[src/rtl/decoder_pkg.sv]
package decoder_pkg;

    // stage broadcast to the processing-element array
    typedef enum logic [3:0] {
        idle                  = 4'd0,
        grow                  = 4'd2,
        merge                 = 4'd3,
        peeling               = 4'd4,
        result_valid          = 4'd5,
        parameters_loading    = 4'd6,
        measurement_preparing = 4'd7,
        measurement_loading   = 4'd8,
        streaming_correction  = 4'd9
    } global_stage_t;

    typedef logic [7:0] byte_t;  // one byte of a host message

    // host message codes, recognized only while the stage is idle
    localparam byte_t start_decoding_msg      = 8'h01;
    localparam byte_t measurement_data_header = 8'h02;

endpackage

[src/rtl/decoder_control_top.sv]
module decoder_control_top #(
    parameter int grid_width_x            = 4,
    parameter int grid_width_z            = 1,
    parameter int grid_width_u            = 5,
    parameter int iteration_counter_width = 8,
    parameter int maximum_delay           = 2,
    localparam int pu_count_per_round     = grid_width_x * grid_width_z,
    localparam int pu_count               = pu_count_per_round * grid_width_u,
    localparam int aligned_pu_per_round   = ((pu_count_per_round + 7) / 8) * 8,
    localparam int correction_count_per_round =
        (grid_width_x - 1) * grid_width_z + (grid_width_x - 1) * grid_width_z + 1
        + grid_width_x * grid_width_z
) (
    input  logic                                  clk,
    input  logic                                  reset,
    input  decoder_pkg::byte_t                    input_data,
    input  logic                                  input_valid,
    output logic                                  input_ready,
    output decoder_pkg::byte_t                    output_data,
    output logic                                  output_valid,
    input  logic                                  output_ready,
    input  logic [pu_count-1:0]                   busy_pe,
    input  logic [pu_count-1:0]                   odd_clusters_pe,
    output logic [aligned_pu_per_round-1:0]       measurements,
    input  logic [correction_count_per_round-1:0] correction,
    output decoder_pkg::global_stage_t            global_stage
);

    unified_controller #(
        .grid_width_x(grid_width_x),
        .grid_width_z(grid_width_z),
        .grid_width_u(grid_width_u),
        .iteration_counter_width(iteration_counter_width),
        .maximum_delay(maximum_delay)
    ) u_controller (
        .clk(clk),
        .reset(reset),
        .input_data(input_data),
        .input_valid(input_valid),
        .input_ready(input_ready),
        .output_data(output_data),
        .output_valid(output_valid),
        .output_ready(output_ready),
        .busy_pe(busy_pe),
        .odd_clusters_pe(odd_clusters_pe),
        .measurements(measurements),
        .correction(correction),
        .global_stage(global_stage)
    );

endmodule

[src/rtl/fifo_wrapper.sv]
module fifo_wrapper #(
    parameter int width = 8,
    parameter int depth = 32
) (
    input  logic             clk,
    input  logic             reset,
    input  logic [width-1:0] input_data,
    input  logic             input_valid,
    output logic             input_ready,
    output logic [width-1:0] output_data,
    output logic             output_valid,
    input  logic             output_ready
);

    localparam int addr_width  = (depth > 1) ? $clog2(depth) : 1;
    localparam int count_width = $clog2(depth + 1);

    logic [width-1:0]       mem [depth];
    logic [addr_width-1:0]  wr_ptr;
    logic [addr_width-1:0]  rd_ptr;
    logic [count_width-1:0] count;
    logic                   push;
    logic                   pop;

    assign input_ready  = (count != count_width'(depth));
    assign output_valid = (count != '0);
    assign output_data  = mem[rd_ptr];  // head word is visible before it is popped
    assign push         = input_valid && input_ready;
    assign pop          = output_valid && output_ready;

    always_ff @(posedge clk) begin
        if (push) begin
            mem[wr_ptr] <= input_data;
        end
    end

    always_ff @(posedge clk) begin
        if (reset) begin
            wr_ptr <= '0;
            rd_ptr <= '0;
            count  <= '0;
        end else begin
            if (push) begin
                wr_ptr <= (wr_ptr == addr_width'(depth - 1)) ? '0 : wr_ptr + 1'b1;
            end
            if (pop) begin
                rd_ptr <= (rd_ptr == addr_width'(depth - 1)) ? '0 : rd_ptr + 1'b1;
            end
            if (push && !pop) begin
                count <= count + 1'b1;
            end else if (pop && !push) begin
                count <= count - 1'b1;
            end
        end
    end

endmodule

[src/rtl/serializer.sv]
module serializer #(
    parameter int wide_width = 11
) (
    input  logic                  clk,
    input  logic                  reset,
    input  logic [wide_width-1:0] wide_data,
    input  logic                  wide_valid,
    output logic                  wide_ready,
    output decoder_pkg::byte_t    narrow_data,
    output logic                  narrow_valid,
    input  logic                  narrow_ready
);

    localparam int bytes_per_word = (wide_width + 7) / 8;
    localparam int padded_width   = bytes_per_word * 8;
    localparam int index_width    = $clog2(bytes_per_word + 1);

    logic [padded_width-1:0] wide_padded;
    logic [padded_width-1:0] word_reg;
    logic [index_width-1:0]  byte_index;
    logic                    holding;

    assign wide_padded  = padded_width'(wide_data);  // upper bits come out as zero
    assign wide_ready   = !holding;
    assign narrow_valid = holding;
    assign narrow_data  = word_reg[7:0];

    // the word shifts down so the current byte always sits at the bottom
    always_ff @(posedge clk) begin
        if (wide_valid && wide_ready) begin
            word_reg <= wide_padded;
        end else if (narrow_valid && narrow_ready) begin
            word_reg <= word_reg >> 8;
        end
    end

    always_ff @(posedge clk) begin
        if (reset) begin
            holding    <= 1'b0;
            byte_index <= '0;
        end else if (wide_valid && wide_ready) begin
            holding    <= 1'b1;
            byte_index <= '0;
        end else if (narrow_valid && narrow_ready) begin
            if (byte_index == index_width'(bytes_per_word - 1)) begin
                holding    <= 1'b0;  // word fully sent, free for the next one
                byte_index <= '0;
            end else begin
                byte_index <= byte_index + 1'b1;
            end
        end
    end

endmodule

[src/rtl/unified_controller.sv]
module unified_controller #(
    parameter int grid_width_x            = 4,
    parameter int grid_width_z            = 1,
    parameter int grid_width_u            = 5,
    parameter int iteration_counter_width = 8,
    parameter int maximum_delay           = 2,
    localparam int pu_count_per_round     = grid_width_x * grid_width_z,
    localparam int pu_count               = pu_count_per_round * grid_width_u,
    localparam int bytes_per_round        = (pu_count_per_round + 7) / 8,
    localparam int aligned_pu_per_round   = bytes_per_round * 8,
    localparam int correction_count_per_round =
        (grid_width_x - 1) * grid_width_z + (grid_width_x - 1) * grid_width_z + 1
        + grid_width_x * grid_width_z
) (
    input  logic                                  clk,
    input  logic                                  reset,
    input  decoder_pkg::byte_t                    input_data,
    input  logic                                  input_valid,
    output logic                                  input_ready,
    output decoder_pkg::byte_t                    output_data,
    output logic                                  output_valid,
    input  logic                                  output_ready,
    input  logic [pu_count-1:0]                   busy_pe,
    input  logic [pu_count-1:0]                   odd_clusters_pe,
    output logic [aligned_pu_per_round-1:0]       measurements,
    input  logic [correction_count_per_round-1:0] correction,
    output decoder_pkg::global_stage_t            global_stage
);

    localparam int rounds_per_decode   = grid_width_u / 2;
    localparam int bytes_per_word      = (correction_count_per_round + 7) / 8;
    localparam int output_bytes        = 3 + bytes_per_word * rounds_per_decode;
    localparam int delay_width         = $clog2(maximum_delay + 1);
    localparam int msg_count_width     = $clog2(bytes_per_round + 1);
    localparam int round_count_width   = $clog2(rounds_per_decode + 1);
    localparam int out_count_width     = $clog2(output_bytes);

    typedef logic [correction_count_per_round-1:0] correction_t;
    typedef logic [15:0] cycle_count_t;

    decoder_pkg::global_stage_t      stage_d;
    logic                            busy;
    logic                            odd_clusters;
    logic [iteration_counter_width-1:0] iteration_counter;
    cycle_count_t                    cycle_counter;
    logic [delay_width-1:0]          delay_counter;
    logic [msg_count_width-1:0]      msg_count;
    logic [round_count_width-1:0]    round_count;
    logic [out_count_width-1:0]      out_count;
    logic [aligned_pu_per_round+7:0] meas_shifted;
    logic                            in_fire;
    logic                            fifo_in_valid;
    correction_t                     fifo_out_data;
    logic                            fifo_out_valid;
    logic                            fifo_out_ready;
    decoder_pkg::byte_t              ser_data;
    logic                            ser_valid;
    logic                            ser_ready;
    decoder_pkg::byte_t              iteration_byte;

    assign input_ready = !reset && (global_stage == decoder_pkg::idle ||
                                    global_stage == decoder_pkg::measurement_preparing);
    assign in_fire = input_valid && input_ready;

    // array flags are registered once before the stage machine sees them
    always_ff @(posedge clk) begin
        busy         <= |busy_pe;
        odd_clusters <= |odd_clusters_pe;
    end

    always_ff @(posedge clk) begin
        if (reset) begin
            stage_d <= decoder_pkg::idle;
        end else begin
            stage_d <= global_stage;
        end
    end

    always_ff @(posedge clk) begin
        if (reset) begin
            cycle_counter     <= '0;
            iteration_counter <= '0;
        end else if (global_stage == decoder_pkg::measurement_loading) begin
            cycle_counter     <= 16'd1;
            iteration_counter <= '0;
        end else begin
            if (global_stage == decoder_pkg::grow || global_stage == decoder_pkg::merge ||
                global_stage == decoder_pkg::peeling) begin
                cycle_counter <= cycle_counter + 1'b1;
            end
            if (global_stage == decoder_pkg::grow && stage_d != decoder_pkg::grow) begin
                iteration_counter <= iteration_counter + 1'b1;
            end
        end
    end

    // new byte enters at the top, older bytes move towards bit 0
    assign meas_shifted = {input_data, measurements} >> 8;

    always_ff @(posedge clk) begin
        if (global_stage == decoder_pkg::measurement_preparing && in_fire) begin
            measurements <= meas_shifted[aligned_pu_per_round-1:0];
        end
    end

    always_ff @(posedge clk) begin
        if (reset) begin
            global_stage  <= decoder_pkg::idle;
            delay_counter <= '0;
            msg_count     <= '0;
            round_count   <= '0;
        end else begin
            case (global_stage)
                decoder_pkg::idle: begin
                    if (in_fire && input_data == decoder_pkg::start_decoding_msg) begin
                        global_stage <= decoder_pkg::parameters_loading;
                    end else if (in_fire && input_data == decoder_pkg::measurement_data_header) begin
                        global_stage <= decoder_pkg::measurement_preparing;
                        msg_count    <= '0;
                        round_count  <= '0;
                    end
                end
                decoder_pkg::parameters_loading: begin
                    global_stage <= decoder_pkg::idle;
                    msg_count    <= '0;
                    round_count  <= '0;
                end
                decoder_pkg::measurement_preparing: begin
                    if (in_fire) begin
                        if (msg_count == msg_count_width'(bytes_per_round - 1)) begin
                            global_stage <= decoder_pkg::measurement_loading;
                            msg_count    <= '0;
                            round_count  <= round_count + 1'b1;
                        end else begin
                            msg_count <= msg_count + 1'b1;
                        end
                    end
                end
                decoder_pkg::measurement_loading: begin
                    delay_counter <= '0;
                    if (round_count < round_count_width'(rounds_per_decode)) begin
                        global_stage <= decoder_pkg::measurement_preparing;
                    end else begin
                        global_stage <= decoder_pkg::grow;
                    end
                end
                decoder_pkg::grow: begin
                    global_stage  <= decoder_pkg::merge;
                    delay_counter <= '0;
                    round_count   <= '0;  // reused to count result words
                end
                decoder_pkg::merge: begin
                    if (delay_counter >= delay_width'(maximum_delay)) begin
                        if (!busy) begin
                            global_stage  <= odd_clusters ? decoder_pkg::grow
                                                          : decoder_pkg::peeling;
                            delay_counter <= '0;
                        end
                    end else begin
                        delay_counter <= delay_counter + 1'b1;
                    end
                end
                decoder_pkg::peeling: begin
                    if (delay_counter >= delay_width'(maximum_delay)) begin
                        if (!busy) begin
                            global_stage  <= decoder_pkg::streaming_correction;
                            delay_counter <= '0;
                        end
                    end else begin
                        delay_counter <= delay_counter + 1'b1;
                    end
                end
                decoder_pkg::streaming_correction: begin
                    global_stage <= decoder_pkg::result_valid;
                end
                decoder_pkg::result_valid: begin
                    round_count <= round_count + 1'b1;
                    if (round_count == round_count_width'(rounds_per_decode - 1)) begin
                        global_stage <= decoder_pkg::idle;
                    end
                end
                default: global_stage <= decoder_pkg::idle;
            endcase
        end
    end

    // the array answers one cycle behind the stage it was shown
    assign fifo_in_valid = (stage_d == decoder_pkg::result_valid);

    fifo_wrapper #(
        .width(correction_count_per_round),
        .depth(32)
    ) u_output_fifo (
        .clk(clk),
        .reset(reset),
        .input_data(correction),
        .input_valid(fifo_in_valid),
        .input_ready(),  // depth far exceeds the words of one decode
        .output_data(fifo_out_data),
        .output_valid(fifo_out_valid),
        .output_ready(fifo_out_ready)
    );

    serializer #(
        .wide_width(correction_count_per_round)
    ) u_serializer (
        .clk(clk),
        .reset(reset),
        .wide_data(fifo_out_data),
        .wide_valid(fifo_out_valid),
        .wide_ready(fifo_out_ready),
        .narrow_data(ser_data),
        .narrow_valid(ser_valid),
        .narrow_ready(ser_ready)
    );

    always_ff @(posedge clk) begin
        if (reset) begin
            out_count <= '0;
        end else if (output_valid && output_ready) begin
            if (out_count == out_count_width'(output_bytes - 1)) begin
                out_count <= '0;
            end else begin
                out_count <= out_count + 1'b1;
            end
        end
    end

    assign iteration_byte = decoder_pkg::byte_t'(iteration_counter);
    assign output_valid   = ser_valid;

    // header goes out first while the serializer holds its word
    always_comb begin
        output_data = ser_data;
        ser_ready   = output_ready;
        case (out_count)
            0: begin
                output_data = iteration_byte;
                ser_ready   = 1'b0;
            end
            1: begin
                output_data = cycle_counter[15:8];
                ser_ready   = 1'b0;
            end
            2: begin
                output_data = cycle_counter[7:0];
                ser_ready   = 1'b0;
            end
            default: ;
        endcase
    end

endmodule

[config.mk]
export PLATFORM = sky130hd
export DESIGN_NAME = decoder_control_top
export DESIGN_NICKNAME = d
export VERILOG_FILES = /design/src/rtl/decoder_pkg.sv /design/src/rtl/decoder_control_top.sv /design/src/rtl/fifo_wrapper.sv /design/src/rtl/serializer.sv /design/src/rtl/unified_controller.sv
export SDC_FILE = /design/constraint.sdc
export NUM_CORES = 1
export LEC_CHECK = 0
export BUFFER_PORTS_ARGS = -buffer_cell sky130_fd_sc_hd__clkbuf_2
export CAP_MARGIN = 20
export CELL_PAD_IN_SITES_DETAIL_PLACEMENT = 1
export CELL_PAD_IN_SITES_GLOBAL_PLACEMENT = 1
export CORE_ASPECT_RATIO = 1.75
export CORE_MARGIN = 5
export CORE_UTILIZATION = 45
export DETAILED_ROUTE_END_ITERATION = 8
export PLACE_DENSITY = 0.73
export SYNTH_ARGS = -nofsm -noshare
export SYNTH_HDL_FRONTEND = slang
export SYNTH_SLANG_ARGS = --single-unit
[constraint.sdc]
create_clock -name clk -period 9 [get_ports clk]
set_clock_uncertainty 0.15 [all_clocks]
set_input_delay 0.45 -clock clk [delete_from_list [all_inputs] [get_ports clk]]
set_output_delay 0.45 -clock clk [all_outputs]
set_load 0.02 [all_outputs]
==> impl_metrics.env <==
export IMPL_status="finished clean"
export IMPL_start_util_pct=45.4
export IMPL_grtUsageTotal_pct=19.3
export IMPL_place_congestion=0.786
export IMPL_ir_worst_vdd_uv=152
export IMPL_multi_input_area_sq_um=5020
export IMPL_diodes=0
export IMPL_wl_per_cell_um=25.0
export IMPL_clock_sinks=436
export IMPL_place_ws_ns=5.40
export IMPL_synthArstFlopShare_pct=0
export IMPL_fin_tns_setup_ns=0
export IMPL_grt_pass1_wl_um=64500
export IMPL_first_global_vias=10762
export IMPL_postRouteAntennaNets=0
export IMPL_drv_cap=0
export IMPL_via_per_inst=5.75
export IMPL_cp_end_kind="flip-flop"
export IMPL_setup_ws_ns=5.38
export IMPL_syn_nets=1135
export IMPL_fill_cells=3647
export IMPL_cts_hold_buf=14
export IMPL_clk_path_buf_depth=3
export IMPL_final_util_pct=51.4
export IMPL_grt_max_degree=69
export IMPL_syn_inst=1056
export IMPL_synth_top_area_cell="edfxtp_1"
export IMPL_die_h_um=273
export IMPL_regArea_sq_um=12400
export IMPL_cts_setup_buffers=0
export IMPL_clock_latency_ns=0.56
export IMPL_cts_repair_resized=0
export IMPL_critPathKind="flip-flop to flip-flop"
export IMPL_port_buffers=84
export IMPL_worstPathRequired_ns=9.32
export IMPL_die_width_um=161
export IMPL_crit_path_max_fanout=19
export IMPL_num_io_pins=85
export IMPL_layout_nets=1255
export IMPL_clk_pin_slew_ns=0.07
export IMPL_area_growth_pct=13.1
export IMPL_fp_row_count=96
export IMPL_crit_path_start_kind="flip-flop"
export IMPL_wl_um=42400
export IMPL_dr_pass1_iters=4
export IMPL_mostFrequentLayoutCells="edfxtp_1, nor2_1, clkbuf_2"
export IMPL_cts_tree="yes"
export IMPL_synth_seq_cells=436
export IMPL_yosysSeqAreaShare_pct=69.7
export IMPL_largest_reg_flops=352
export IMPL_vias=9742
export IMPL_core_sq_um=39300
export IMPL_fmax_mhz=277
export IMPL_drt_iter0_drc=603
export IMPL_min_period_ns=3.62
export IMPL_synth_edf_count=371
export IMPL_ctsRootBufferMaster="clkbuf_16"
export IMPL_hold_class="primary input to flip-flop"
export IMPL_p_per_area_nw_per_um2=254
export IMPL_finalSetupViolCount=0
export IMPL_avgSynthCellArea_sq_um=16.9
export IMPL_synth_warnings=0
export IMPL_netlist_area_sq_um=17800
export IMPL_hold_viol=0
export IMPL_drive_above_1_share_pct=22.9
export IMPL_rsz0062_at_grt="no"
export IMPL_p_leak_nw=6.61
export IMPL_cts_made_buffers=40
export IMPL_antenna_found_initial=0
export IMPL_synth_top_area_share_pct=62.4
export IMPL_route_detailed_drc=0
export IMPL_layout_cells_non_filler=1695
export IMPL_relSlewSlack_pct=29.5
export IMPL_ys_types=76
export IMPL_slew_violations=0
export IMPL_cts_htree_levels=2
export IMPL_whs_ns=0.150
export IMPL_overflow=0
export IMPL_worst_pin_slew_ns=1.06
export IMPL_final_common_cell="edfxtp_1"
export IMPL_period_share_pct=40.2
export IMPL_synth_area_top_cells="edfxtp_1, mux4_2, dfxtp_1"
export IMPL_die_area_sq_um=43900
export IMPL_synth_flop_cell="edfxtp_1"
export IMPL_hpwlAfterDp_um=28100
export IMPL_worstPathArrival_ns=3.93
export IMPL_dp_cells=1610
-- cell usage after synthesis (5+ instances only) --
library cell  number
dfxtp_1           65
clkbuf_1          19
ha_1              15
nand2_1           41
a21oi_1           36
nand4_1            6
a22o_1            14
xnor2_1           11
xor2_1            16
mux4_2            76
and3_1            10
mux2i_1           61
edfxtp_1         371
buf_2             14
o21ai_0           18
nor4_1            13
nand2b_1           5
nand3_1           11
nor2_1            93
buf_1              8
a22oi_1           13
nor2b_1            8
nor3_1             6
o22ai_1            5
inv_1             17
-- kinds of logic (layout without fill, tap and decap cells) --
group	count (synthesis)	after routing	synth area share [%]
XOR/XNOR	27	27	1.33
buffers and inverters	72	221	2.25
AND/OR/NAND/NOR	232	232	6.57
multiplexers	143	143	13.7
AO/OA/AOI/OAI	130	130	5.22
flip-flops	436	436	69.7
adder cells (fa/ha/maj)	16	16	1.16
-- layout make-up --
| class | count | area share, % |
|---|---|---|
| flip-flops and latches | 436 | 61.7 |
| multi-input cells | 548 | 24.9 |
| clock buffers | 51 | 5.16 |
| repair buffers | 132 | 4.04 |
| well taps | 490 | 3.04 |
| clock inverters | 20 | 0.905 |
| inverters | 18 | 0.335 |
-- worst max-delay path, stage by stage, from the launching register on --
cell     delay [ns]
dfxtp_1        0.33
or4_1          0.58
nor3_1         0.17
nor2_1         0.14
inv_2          0.27
ha_1           0.32
inv_1          0.15
ha_1           0.35
nor2b_1        0.14
o21a_1         0.17
o21ai_0        0.14
or3b_2         0.46
a21oi_1        0.14
-- through the flow --
| stage | area (sq um) | power, W |
|---|---|---|
| after CTS | 20200 | 0.00517 |
| after detailed placement | 18800 | 0.00354 |
| after global routing | 20200 | 0.00534 |
| after floorplan | 17800 | 0.00328 |
| final | 20200 | 0.00512 |
| after global placement | 18800 | 0.00353 |
-- report_power, final --
part	total [W]	switching, W	internal, W	leakage, nW
registers	0.00238	0.0000996	0.00228	3.87
logic	0.00112	0.000587	0.000533	2.15
clock network	0.00162	0.000736	0.000887	0.592
-- metal layers --
layer | global-route usage, % | up-vias | share of wire, %
met2 | 38.6 | 237 | 58
met1 | 20.1 | 5013 | 35
li1 | - | 4416 | -
met3 | 2.91 | 76 | 3.8
met4 | 6.87 | 0 | 3.1
met5 | 0 | - | 0
-- final timing paths --
kind	startpoint	to	slack [ns]	cells past startpoint
max	u_controller.u_output_fifo.count[1]$_SDFFE_PP0P_	u_controller.u_output_fifo.count[4]$_SDFFE_PP0P_	5.38	12
min reg2reg	u_controller.u_serializer.byte_index[1]$_SDFFE_PP0P_	u_controller.u_serializer.byte_index[1]$_SDFFE_PP0P_	0.31	2
max reg2reg	u_controller.u_output_fifo.count[1]$_SDFFE_PP0P_	u_controller.u_output_fifo.count[4]$_SDFFE_PP0P_	5.38	12
min	output_ready	u_controller.out_count[1]$_SDFFE_PP0P_	0.15	3
No activity file was read; power rests on OpenSTA's default activity.
